<file path="src/verilog/mem_macros.svh">
`ifndef MEM_MACROS_SVH
`define MEM_MACROS_SVH

// data and address width
`define MEM_DW 32

// word address bits of the data ram, 256 words
`define MEM_RAM_AW 8

// bit positions in the exception vector
`define EXCP_ALE 0
`define EXCP_TLBR 1
`define EXCP_PIL 2
`define EXCP_PIS 3
`define EXCP_PPI 4
`define EXCP_PME 5

`endif

</file>
<file path="src/verilog/csr_pkg.sv">
package csr_pkg;

    // register select on the config port
    typedef enum logic [1:0] {
        CSR_CRMD   = 2'd0,
        CSR_DMW0   = 2'd1,
        CSR_DMW1   = 2'd2,
        CSR_LLBCTL = 2'd3
    } csr_addr_e;

    // privilege level, 0 is kernel and 3 is user
    typedef logic [1:0] plv_t;

    // crmd fields
    localparam int unsigned CRMD_DA = 3;
    localparam int unsigned CRMD_PG = 4;

    // dmw fields, vseg is 3 bits wide
    localparam int unsigned DMW_PLV0 = 0;
    localparam int unsigned DMW_PLV3 = 3;
    localparam int unsigned DMW_VSEG = 29;

    // llbctl
    localparam int unsigned LLBCTL_LLB = 0;

endpackage

</file>
<file path="src/verilog/mem_csr_regs.sv">
`timescale 1ns/1ps
`include "mem_macros.svh"

module mem_csr_regs (
    input  logic                clk,
    input  logic                rst_i,
    input  logic                csr_we_i,
    input  csr_pkg::csr_addr_e  csr_addr_i,
    input  logic [`MEM_DW-1:0]  csr_wdata_i,
    input  logic                llbit_we_i,
    input  logic                llbit_value_i,
    output csr_pkg::plv_t       crmd_plv_o,
    output logic                crmd_da_o,
    output logic                crmd_pg_o,
    output logic [`MEM_DW-1:0]  dmw0_o,
    output logic [`MEM_DW-1:0]  dmw1_o,
    output logic                llbit_o
);

    always_ff @(posedge clk) begin
        if (rst_i) begin
            crmd_plv_o <= '0;
            crmd_da_o  <= 1'b0;
            crmd_pg_o  <= 1'b0;
            dmw0_o     <= '0;
            dmw1_o     <= '0;
            llbit_o    <= 1'b0;
        end else begin
            if (csr_we_i) begin
                case (csr_addr_i)
                    csr_pkg::CSR_CRMD: begin
                        crmd_plv_o <= csr_wdata_i[1:0];
                        crmd_da_o  <= csr_wdata_i[csr_pkg::CRMD_DA];
                        crmd_pg_o  <= csr_wdata_i[csr_pkg::CRMD_PG];
                    end
                    csr_pkg::CSR_DMW0: begin
                        dmw0_o <= csr_wdata_i;
                    end
                    csr_pkg::CSR_DMW1: begin
                        dmw1_o <= csr_wdata_i;
                    end
                    default: begin
                        llbit_o <= csr_wdata_i[csr_pkg::LLBCTL_LLB];
                    end
                endcase
            end
            // stage update comes last so it overrides llbctl
            if (llbit_we_i) begin
                llbit_o <= llbit_value_i;
            end
        end
    end

endmodule

</file>
<file path="config.mk">
export PLATFORM = sky130hd
export DESIGN_NAME = mem_csr_regs
export DESIGN_NICKNAME = d
export VERILOG_FILES = /design/src/verilog/csr_pkg.sv /design/src/verilog/mem_csr_regs.sv
export VERILOG_INCLUDE_DIRS = /design/src /design/src/verilog
export SDC_FILE = /design/constraint.sdc
export NUM_CORES = 1
export LEC_CHECK = 0
export BUFFER_PORTS_ARGS = -buffer_cell sky130_fd_sc_hd__buf_2
export CAP_MARGIN = 15
export CORE_ASPECT_RATIO = 1.25
export CORE_MARGIN = 3
export CORE_UTILIZATION = 42
export CTS_CLUSTER_DIAMETER = 150
export DETAILED_ROUTE_END_ITERATION = 8
export PLACE_DENSITY_LB_ADDON = 0.2
export SLEW_MARGIN = 5
export SYNTH_ARGS = -nofsm -noshare
export SYNTH_HDL_FRONTEND = slang
export SYNTH_SLANG_ARGS = --single-unit
</file>
<file path="constraint.sdc">
create_clock -name clk -period 0.9 [get_ports clk]
set_input_delay 0.135 -clock clk [delete_from_list [all_inputs] [get_ports clk]]
set_output_delay 0.135 -clock clk [all_outputs]
set_load 0.01 [all_outputs]
</file>
==> out/qor.yml <==
power:
  power.switching_uw: 1640
  leakage_uw: 0.00164
  pwr-share-clk: 0.412
  largest_voltage_drop_on_the_vdd_net_v: 0.00108
  p_int_uw: 5130
  combinationalPowerShare: 0.109
  total_power_uw: 6770
  power-per-cell-area_mw_per_mm2: 1740
  netSwitchingFraction: 0.242
  power_frac_seq: 0.479
finish:
  finished_layout_cells: 491
  drive_above_1_share: 0.508
  area_growth_syn_to_layout_pct: 58.9
  layout.nets: 461
  fillers: 440
  insertedDiodeCount: 0
worst_setup_path:
  cpPeakStageDelay_ns: 0.35
  r2r_start: "dmw0_o[27]"
  cp-end-kind: "output port"
  critPathRequiredTime_ns: 0.76
  crit_arrival_ns: 0.80
  critical-path-slowest-cell: "sky130_fd_sc_hd__dfxtp_2"
  timing.critical_path.buf_inv: 1
  regToRegSetupSlack_ns: 0.10
  crit_chain: "buf_6"
  critical_path.reg2reg.endpoint: "dmw0_o[27]"
  worst-path-max-fanout: 2
  critPathLaunchType: "flop"
  critPathKind: "flop to output port"
  critical_path.top_delay_family: "flip-flops"
  worstRegToRegCells: 4
outcome:
  outcome: "finished with violations"
  violations: "setup timing"
sta:
  setup_slack_ns: -0.0334
  setup_viol: 69
  period_utilisation_layout: 1.04
  timing.clock.skew_ns: 0
  fmax_mhz: 1070
  rsz0062_at_grt: "true"
  finalMaxSlewViolations: 0
  hold_viol: 0
  relSlewSlack: 0.851
  finalCriticalPeriod_ns: 0.933
  worst_slew_pin_tran_ns: 0.224
routing:
  ant_nets: 0
  via_count_normalized_by_instance_count: 4.94
  drc: 0
  detailedRoute.firstIterationViolations: 69
  vias: 2425
  wire_per_inst_um: 14.2
  detailedRoute.firstPassIterationCount: 4
  wl_um: 6950
global_route:
  overflow: 0
  first_global_vias: 2312
  antenna_violations_before_repair: 0
  wire_length_of_the_first_global_routing_pass_um: 10900
  grt_usage: 0.207
  largest_net_degree_at_the_start_of_global_routing: 33
placement:
  dpl.cell_count: 465
  portBuffers: 107
  dpl.hpwl_um: 4350
  finalWeightedCongestion: 0.765
yosys:
  ys_ff_latch: 69
  synth.largest_area_cell: "sky130_fd_sc_hd__dfxtp_1"
  async_flop_share: 0
  synth-edff-count: 0
  ys_dominant_reg_cell: "sky130_fd_sc_hd__dfxtp_1"
  synth.avg_cell_area_um2: 8.15
  synth_warnings: 0
  yosysMostFrequentCell: "sky130_fd_sc_hd__nand2_1"
  synth.top_cell.area_share: 0.563
  number_of_distinct_standard_cells_referenced_by_the_synthesized_netlist: 15
  synth.yosys.seq_area_share: 0.563
  ys_top_cells_by_area: "sky130_fd_sc_hd__dfxtp_1 (56%), sky130_fd_sc_hd__nand2_1 (20%), sky130_fd_sc_hd__a21oi_1 (13%)"
  mappedNetlistNets: 340
  synth.cell_area_mm2: 0.00245
  synth_cells: 301
  cell_types_with_the_highest_counts_after_synthesis: "sky130_fd_sc_hd__nand2_1 (129), sky130_fd_sc_hd__dfxtp_1 (69), sky130_fd_sc_hd__a21oi_1 (64)"
clock_network:
  cts-root-buf: "sky130_fd_sc_hd__clkbuf_8"
  cts.sinks: 69
  cts.reportedPaths.clkPinSlew_ns: 0.08
  max-clock-path-buffers: 2
  cts_inserted_buffers: 9
  htree_levels: 3
  cts_tree: "done"
  insertion_delay_of_the_later_clocked_pin_in_the_worst_skew_pair_ns: 0.34
floorplanning:
  die-width_um: 74.3
  num_io_pins: 108
  core_region_area_mm2: 0.00556
  vertical_extent_of_the_die_um: 91.4
  design.die.area_mm2: 0.00680
  start_util: 0.441
  placement_rows: 30
job:
  drv_cap: 0
worst_hold_path:
  hold_class: "input port to flop"
  hold_end: "dmw1_o[7]"
  timing.hold.worst.start: "csr_wdata_i[7]"
  min_path_cells: 3
==> cell families (layout without fill, tap and decap cells) <==
kind of cell           after synthesis  after routing  share of synthesized area
buffers and inverters               23            149                     0.0587
AND/OR/NAND/NOR                    139            139                      0.224
AO/OA/AOI/OAI                       66             66                      0.138
multiplexers                         4              4                     0.0163
flip-flops                          69             69                      0.563
==> layout by cell type, fill, tap and decap left out, types with 3 or more instances in the layout <==
cell	n
sky130_fd_sc_hd__nor2_1	4
sky130_fd_sc_hd__buf_6	69
sky130_fd_sc_hd__buf_4	21
sky130_fd_sc_hd__mux2i_1	4
sky130_fd_sc_hd__buf_2	38
sky130_fd_sc_hd__clkbuf_8	9
sky130_fd_sc_hd__dfxtp_2	69
sky130_fd_sc_hd__buf_12	3
sky130_fd_sc_hd__a21oi_1	64
sky130_fd_sc_hd__nand2_1	129
==> cell type report <==
cell class / count / area [µm²] / share of cell area
flip-flops and latches: 69 / 1470 / 0.377
inverters: 1 / 3.75 / 0.000963
repair buffers: 132 / 1190 / 0.307
clock inverters: 7 / 98.8 / 0.0254
well taps: 64 / 80.1 / 0.0206
multi-input cells: 209 / 927 / 0.238
clock buffers: 9 / 124 / 0.0318
==> metal layers <==
metal / GRT usage / vias up / wire, µm
met5: 0 / - / 0
met4: 0.0801 / 0 / 117
met3: 0.0664 / 15 / 443
met2: 0.344 / 85 / 3550
met1: 0.241 / 1111 / 2840
li1: - / 1214 / -
==> worst max path at each step <==
stage                       start    endpoint  slack (ns)  cells past startpoint
floorplan           csr_addr_i[1]   crmd_da_o        0.04                      3
global placement    csr_addr_i[1]  dmw0_o[14]       -0.09                      5
detailed placement  csr_addr_i[0]   dmw1_o[0]       -0.14                      5
CTS                     dmw1_o[0]   dmw1_o[0]       -0.04                      1
global route           dmw0_o[29]  dmw0_o[29]       -0.07                      1
finish                  dmw0_o[2]   dmw0_o[2]       -0.03                      1
==> registers in the layout, summed over array words and instances (netlist names) <==
| name | flops |
|---|---|
| crmd_plv_o | 2 |
| crmd_pg_o | 1 |
| dmw0_o | 32 |
| llbit_o | 1 |
| dmw1_o | 32 |
| crmd_da_o | 1 |
==> per-stage QoR <==
step	util	setup slack, ns	instance area [µm²]	hold slack [ns]	TNS (ns)
after floorplan	-	0.0440	2450	0.246	0
after global placement	0.554	-0.0919	3080	0.352	-5.22
after detailed placement	0.554	-0.135	3080	0.352	-6.88
after CTS	0.692	-0.0424	3840	0.0173	-1.71
after global routing	0.701	-0.0680	3900	0.00866	-3.11
final	0.701	-0.0334	3900	0.0271	-1.05
==> power by group through the flow <==
stage / sequential, µW / clock (µW) / combinational (µW)
after detailed placement: 3270 / 0 / 604
after global placement: 3270 / 0 / 595
after CTS: 3240 / 2830 / 726
after floorplan: 3320 / 0 / 247
after global routing: 3260 / 2990 / 813
final: 3240 / 2790 / 740
==> what timing repair did <==
action | 4_1_cts | 5_1_grt
endpoints found under the hold margin | 1 | 0
resized for setup | 138 | 0
hold buffers | 1 | 0
setup endpoints to repair | 69 | 69
buffers inserted | 2 | 7
(Power assumes the default switching activity.)
