### src/verilog/mem_macros.svh
`ifndef MEM_MACROS_SVH
`define MEM_MACROS_SVH

// data and address width
`define MEM_DW 32

// word address bits of the data ram, 256 words
`define MEM_RAM_AW 8

// bit positions in the exception vector
`define EXCP_ALE 0
`define EXCP_TLBR 1
`define EXCP_PIL 2
`define EXCP_PIS 3
`define EXCP_PPI 4
`define EXCP_PME 5

`endif

### src/verilog/mem_op_pkg.sv
`include "mem_macros.svh"

package mem_op_pkg;

    // operations handed over from execute
    typedef enum logic [3:0] {
        OP_NOP   = 4'd0,
        OP_LD_B  = 4'd1,
        OP_LD_BU = 4'd2,
        OP_LD_H  = 4'd3,
        OP_LD_HU = 4'd4,
        OP_LD_W  = 4'd5,
        OP_ST_B  = 4'd6,
        OP_ST_H  = 4'd7,
        OP_ST_W  = 4'd8,
        OP_LL    = 4'd9,
        OP_SC    = 4'd10
    } mem_op_e;

    // one flag per memory exception, ale in bit 0 up to pme
    typedef logic [`EXCP_PME:0] excp_vec_t;

endpackage

### src/verilog/csr_pkg.sv
package csr_pkg;

    // register select on the config port
    typedef enum logic [1:0] {
        CSR_CRMD   = 2'd0,
        CSR_DMW0   = 2'd1,
        CSR_DMW1   = 2'd2,
        CSR_LLBCTL = 2'd3
    } csr_addr_e;

    // privilege level, 0 is kernel and 3 is user
    typedef logic [1:0] plv_t;

    // crmd fields
    localparam int unsigned CRMD_DA = 3;
    localparam int unsigned CRMD_PG = 4;

    // dmw fields, vseg is 3 bits wide
    localparam int unsigned DMW_PLV0 = 0;
    localparam int unsigned DMW_PLV3 = 3;
    localparam int unsigned DMW_VSEG = 29;

    // llbctl
    localparam int unsigned LLBCTL_LLB = 0;

endpackage

### src/verilog/mem_stage.sv
`timescale 1ns/1ps
`include "mem_macros.svh"

module mem_stage (
    input  logic                  rst_i,
    input  mem_op_pkg::mem_op_e   op_i,
    input  logic [`MEM_DW-1:0]    addr_i,
    input  logic [`MEM_DW-1:0]    wdata_i,
    input  logic                  tlb_found_i,
    input  logic                  tlb_v_i,
    input  logic                  tlb_d_i,
    input  csr_pkg::plv_t         tlb_plv_i,
    input  csr_pkg::plv_t         crmd_plv_i,
    input  logic                  crmd_da_i,
    input  logic                  crmd_pg_i,
    input  logic [`MEM_DW-1:0]    dmw0_i,
    input  logic [`MEM_DW-1:0]    dmw1_i,
    input  logic                  llbit_i,
    input  logic                  mem_busy_i,
    input  logic [`MEM_DW-1:0]    ram_rdata_i,
    output logic                  ram_ce_o,
    output logic                  ram_we_o,
    output logic [3:0]            ram_sel_o,
    output logic [`MEM_DW-1:0]    ram_addr_o,
    output logic [`MEM_DW-1:0]    ram_wdata_o,
    output logic                  llbit_we_o,
    output logic                  llbit_value_o,
    output logic [`MEM_DW-1:0]    rdata_o,
    output logic                  wreg_o,
    output logic                  excp_o,
    output mem_op_pkg::excp_vec_t excp_vec_o,
    output logic                  stallreq_o
);

    logic                  is_load;
    logic                  is_store;
    logic                  access;
    logic                  is_half;
    logic                  is_word;
    logic                  sign_ext;
    logic                  misaligned;
    logic                  trans_en;
    logic                  go;
    logic [7:0]            byte_data;
    logic [15:0]           half_data;
    logic [3:0]            byte_sel;
    logic [3:0]            half_sel;
    logic                  ce_raw;
    logic                  we_raw;
    logic                  wreg_raw;
    logic                  llbit_we_raw;
    logic [`MEM_DW-1:0]    rdata_raw;
    mem_op_pkg::excp_vec_t excp_vec;

    function automatic logic dmw_hit(
        input logic [`MEM_DW-1:0] dmw,
        input csr_pkg::plv_t      plv,
        input logic [2:0]         vseg
    );
        logic plv_ok;
        plv_ok = (dmw[csr_pkg::DMW_PLV0] && plv == 2'd0) ||
                 (dmw[csr_pkg::DMW_PLV3] && plv == 2'd3);
        return plv_ok && (dmw[csr_pkg::DMW_VSEG +: 3] == vseg);
    endfunction

    // nothing is requested while in reset
    assign is_load  = !rst_i && (op_i inside {mem_op_pkg::OP_LD_B, mem_op_pkg::OP_LD_BU,
        mem_op_pkg::OP_LD_H, mem_op_pkg::OP_LD_HU, mem_op_pkg::OP_LD_W, mem_op_pkg::OP_LL});
    assign is_store = !rst_i && (op_i inside {mem_op_pkg::OP_ST_B, mem_op_pkg::OP_ST_H,
        mem_op_pkg::OP_ST_W, mem_op_pkg::OP_SC});
    assign access   = is_load || is_store;

    assign is_half  = op_i inside {mem_op_pkg::OP_LD_H, mem_op_pkg::OP_LD_HU, mem_op_pkg::OP_ST_H};
    assign is_word  = op_i inside {mem_op_pkg::OP_LD_W, mem_op_pkg::OP_ST_W,
        mem_op_pkg::OP_LL, mem_op_pkg::OP_SC};
    assign sign_ext = op_i inside {mem_op_pkg::OP_LD_B, mem_op_pkg::OP_LD_H};

    assign misaligned = (is_half && addr_i[0]) || (is_word && addr_i[1:0] != 2'b00);

    // paging with no direct window hit
    assign trans_en = crmd_pg_i && !crmd_da_i &&
                      !dmw_hit(dmw0_i, crmd_plv_i, addr_i[31:29]) &&
                      !dmw_hit(dmw1_i, crmd_plv_i, addr_i[31:29]);

    always_comb begin
        excp_vec             = '0;
        excp_vec[`EXCP_ALE]  = access && misaligned;
        excp_vec[`EXCP_TLBR] = access && trans_en && !tlb_found_i;
        excp_vec[`EXCP_PIL]  = is_load && trans_en && !tlb_v_i;
        excp_vec[`EXCP_PIS]  = is_store && trans_en && !tlb_v_i;
        excp_vec[`EXCP_PPI]  = access && trans_en && (crmd_plv_i > tlb_plv_i);
        excp_vec[`EXCP_PME]  = is_store && trans_en && (crmd_plv_i <= tlb_plv_i) && !tlb_d_i;
    end

    assign excp_vec_o = excp_vec;
    assign excp_o     = |excp_vec;
    assign stallreq_o = access && mem_busy_i;
    assign go         = access && !excp_o;

    // big endian lanes, offset 0 is bits 31:24
    assign byte_data = ram_rdata_i[{~addr_i[1:0], 3'b000} +: 8];
    assign byte_sel  = 4'b1000 >> addr_i[1:0];
    assign half_data = addr_i[1] ? ram_rdata_i[15:0] : ram_rdata_i[31:16];
    assign half_sel  = addr_i[1] ? 4'b0011 : 4'b1100;

    always_comb begin
        ce_raw        = 1'b0;
        we_raw        = 1'b0;
        wreg_raw      = 1'b0;
        llbit_we_raw  = 1'b0;
        llbit_value_o = 1'b0;
        ram_sel_o     = 4'b0000;
        ram_wdata_o   = '0;
        rdata_raw     = '0;
        case (op_i)
            mem_op_pkg::OP_LD_B, mem_op_pkg::OP_LD_BU: begin
                ce_raw    = 1'b1;
                wreg_raw  = 1'b1;
                ram_sel_o = byte_sel;
                rdata_raw = {{24{byte_data[7] && sign_ext}}, byte_data};
            end
            mem_op_pkg::OP_LD_H, mem_op_pkg::OP_LD_HU: begin
                ce_raw    = 1'b1;
                wreg_raw  = 1'b1;
                ram_sel_o = half_sel;
                rdata_raw = {{16{half_data[15] && sign_ext}}, half_data};
            end
            mem_op_pkg::OP_LD_W: begin
                ce_raw    = 1'b1;
                wreg_raw  = 1'b1;
                ram_sel_o = 4'b1111;
                rdata_raw = ram_rdata_i;
            end
            mem_op_pkg::OP_LL: begin
                ce_raw        = 1'b1;
                ram_sel_o     = 4'b1111;
                rdata_raw     = ram_rdata_i;
                llbit_we_raw  = 1'b1;
                llbit_value_o = 1'b1;
            end
            mem_op_pkg::OP_ST_B: begin
                ce_raw      = 1'b1;
                we_raw      = 1'b1;
                ram_sel_o   = byte_sel;
                ram_wdata_o = {4{wdata_i[7:0]}};
            end
            mem_op_pkg::OP_ST_H: begin
                ce_raw      = 1'b1;
                we_raw      = 1'b1;
                ram_sel_o   = half_sel;
                ram_wdata_o = {2{wdata_i[15:0]}};
            end
            mem_op_pkg::OP_ST_W: begin
                ce_raw      = 1'b1;
                we_raw      = 1'b1;
                ram_sel_o   = 4'b1111;
                ram_wdata_o = wdata_i;
            end
            mem_op_pkg::OP_SC: begin
                // result register gets the success flag either way
                wreg_raw = 1'b1;
                if (llbit_i) begin
                    ce_raw       = 1'b1;
                    we_raw       = 1'b1;
                    ram_sel_o    = 4'b1111;
                    ram_wdata_o  = wdata_i;
                    llbit_we_raw = 1'b1;
                    rdata_raw    = `MEM_DW'(1);
                end
            end
            default: begin
                ce_raw = 1'b0;
            end
        endcase
    end

    assign ram_addr_o = addr_i;
    assign ram_ce_o   = go && ce_raw;
    assign ram_we_o   = go && we_raw && !stallreq_o;
    assign llbit_we_o = go && llbit_we_raw && !stallreq_o;
    assign wreg_o     = go && wreg_raw;
    assign rdata_o    = go ? rdata_raw : '0;

    // write strobe only with chip enable
    always_comb begin
        assert final (!ram_we_o || ram_ce_o)
            else $error("ram_we_o high without ram_ce_o");
    end

    // an excepting op leaves ram, ll bit and register file alone
    always_comb begin
        assert final (!excp_o || !(ram_ce_o || ram_we_o || llbit_we_o || wreg_o))
            else $error("side effect while excp_o is high");
    end

endmodule

### config.mk
export PLATFORM = sky130hd
export DESIGN_NAME = mem_stage
export DESIGN_NICKNAME = d
export VERILOG_FILES = /design/src/verilog/mem_op_pkg.sv /design/src/verilog/csr_pkg.sv /design/src/verilog/mem_stage.sv
export VERILOG_INCLUDE_DIRS = /design/src /design/src/verilog
export SDC_FILE = /design/constraint.sdc
export NUM_CORES = 1
export LEC_CHECK = 0
export BUFFER_PORTS_ARGS = -buffer_cell sky130_fd_sc_hd__buf_4
export CAP_MARGIN = 20
export CORE_AREA = 2 2 113 115
export DETAILED_ROUTE_END_ITERATION = 7
export DIE_AREA = 0 0 115 117
export GPL_TIMING_DRIVEN = 1
export PLACE_DENSITY_LB_ADDON = 0.12
export SYNTH_ARGS = -nofsm -noshare
export SYNTH_HDL_FRONTEND = slang
export SYNTH_SLANG_ARGS = --single-unit
### constraint.sdc
create_clock -name vclk -period 2
set_input_delay 0.3 -clock vclk [all_inputs]
set_output_delay 0.3 -clock vclk [all_outputs]
set_load 0.02 [all_outputs]
==> flow_summary.toml <==
[drt]
dr.pass1.iters = 4
route.vias.total = 3261
drc = 0
wl_per_cell_um = 16.0
ant_nets = 0
drt-initial-drc-count = 96
vias_per_cell = 4.64
totalWireLength_um = 11200

[sta]
worst-slew-pin-transition_ps = 413
finalSetupViolations = 38
period_minus_slack_ps = 2280
slew_headroom = 0.725
slew_viol_final = 0
clock.fmax_mhz = 439
fin_hold_ws_ps = 600
setup_tns_ps = -8630
period_share = 1.14
rsz0062_at_grt = "true"
worst_slack_ps = -277
hold_viol = 0

[power]
power_density_nw_per_um2 = 218
total_leakage_power_nw = 2.14
power.total_mw = 1.03
max-vdd-ir-drop_v = 0.0000814

[final_layout]
clockBufferCount = 0
seq_cells = 0
diodes = 0
regArea_um2 = 0
fin_nets = 733
syn2layout_area_growth_pct = 130
drive_gt1_frac = 0.637

[floorplanning]
num_rows = 41
die_w_um = 115
pin_count = 289
die_height_um = 117
initial_core_util = 0.168
coreArea_um2 = 12300
floorplan.die_area_um2 = 13500

[placed_design]
port_buffers = 181
gp_congestion = 0.838
place_hpwl_um = 9370

[grt]
grt_start_max_net_pins = 18
grt_overflow = 0
grt_pass1_wl_um = 16900
grt_pass1_vias = 3305
grt_usage = 0.155
antenna_found_initial = 0

[yosys]
synthesis.area_um2 = 2070
ys_seq_area_frac = 0
avgSynthCellArea_um2 = 6.14
syn_nets = 515
synth_cells = 337
synth_top_area_frac = 0.129
synth_warnings = 0
synth.area.top_cells = "nand2_1 (13%), buf_4 (12%), a211oi_1 (6.9%)"
synthDistinctLibCells = 46
synth_top_area_cell = "nand2_1"

[setup_path]
end_kind = "output pin"
cp_max_fo = 4
worst-setup-path-type = "input port to output pin"
cp_data_arrival_time_ps = 1980
start_kind = "input port"
required_ps = 1700

[outcome]
status = "finished, violations left"
violations = "setup timing"

[flow_run]
cap_violations = 0

[hold_path]
min_path_type = "input port to output pin"
per-stage QoR:
step	utilization	instances	cell area, µm²	worst slack (ps)
after global routing	0.386	703	4750	-345
after global placement	0.344	694	4230	-336
after CTS	0.367	702	4510	-313
final	0.386	703	4750	-277
after detailed placement	0.344	694	4230	-379
after floorplan	-	337	2440	-106
layout by cell type, fill, tap and decap left out, drive strengths merged, types with 3 or more instances in the layout:
| cell type | instances |
|---|---|
| or2 | 5 |
| nand2b | 5 |
| a221oi | 9 |
| o21ai | 8 |
| buf | 270 |
| o22ai | 4 |
| xnor2 | 6 |
| o221ai | 7 |
| nand3 | 8 |
| nor2b | 11 |
| nand2 | 71 |
| a22oi | 8 |
| a211oi | 19 |
| a22o | 8 |
| nand3b | 3 |
| nor3 | 18 |
| a21oi | 22 |
| nor2 | 18 |
| inv | 15 |
| nor3b | 3 |
| mux2i | 9 |
area by class of cell:
type               instances  area (µm²)
inverters                 15        58.8
multi-input cells        268        2180
well taps                150         188
fillers                 1328        7560
repair buffers           270        2320
synthesized netlist by cell type (all sizes together), types with 9 or more instances:
master,number
a21oi,22
nor2,18
inv,15
nor2b,11
buf,50
nor3,18
mux2i,9
a211oi,19
nand2,71
a221oi,9
where the power goes:
group	switching [mW]	internal [mW]	leakage, nW	total [mW]
combinational	0.512	0.521	2.14	1.03
clock	0	0	0	0
sequential	0	0	0	0
worst max-delay path, stage by stage:
cell,delay [ps]
buf_8,100
a21o_1,180
a221o_1,350
a31o_2,250
a21oi_4,200
buf_4,150
buf_6,130
buf_12,120
a211oi_2,30
buf_4,170
repair_timing:
action / in CTS / in global routing
pin swaps: 22 / 10
gates resized for setup: 43 / 59
hold buffers: 0 / 0
setup buffers: 8 / 4
setup endpoints to repair: 58 / 60
cloned: 1 / 0
cell families (layout without fill, tap and decap cells):
group	after synthesis	in the layout	share of synthesized area
simple gates	150	150	0.338
compound gates	98	98	0.342
buf+inv	69	285	0.218
mux	10	10	0.0544
xor+xnor	7	7	0.0296
fa+ha+maj	3	3	0.0169
per-layer routing:
| layer | track usage | part of all wire |
|---|---|---|
| met1 | 0.191 | 0.41 |
| met4 | 0.0145 | 0.0056 |
| met5 | 0 | 0 |
| met3 | 0.0268 | 0.075 |
| met2 | 0.292 | 0.51 |
final timing paths:
| kind | startpoint | end | slack, ps | cells past startpoint |
|---|---|---|---|---|
| setup / recovery | op_i[1] | rdata_o[18] | -280 | 10 |
| hold / removal | addr_i[28] | ram_addr_o[28] | 600 | 0 |
Note: power is estimated with default switching activity, not from simulation.
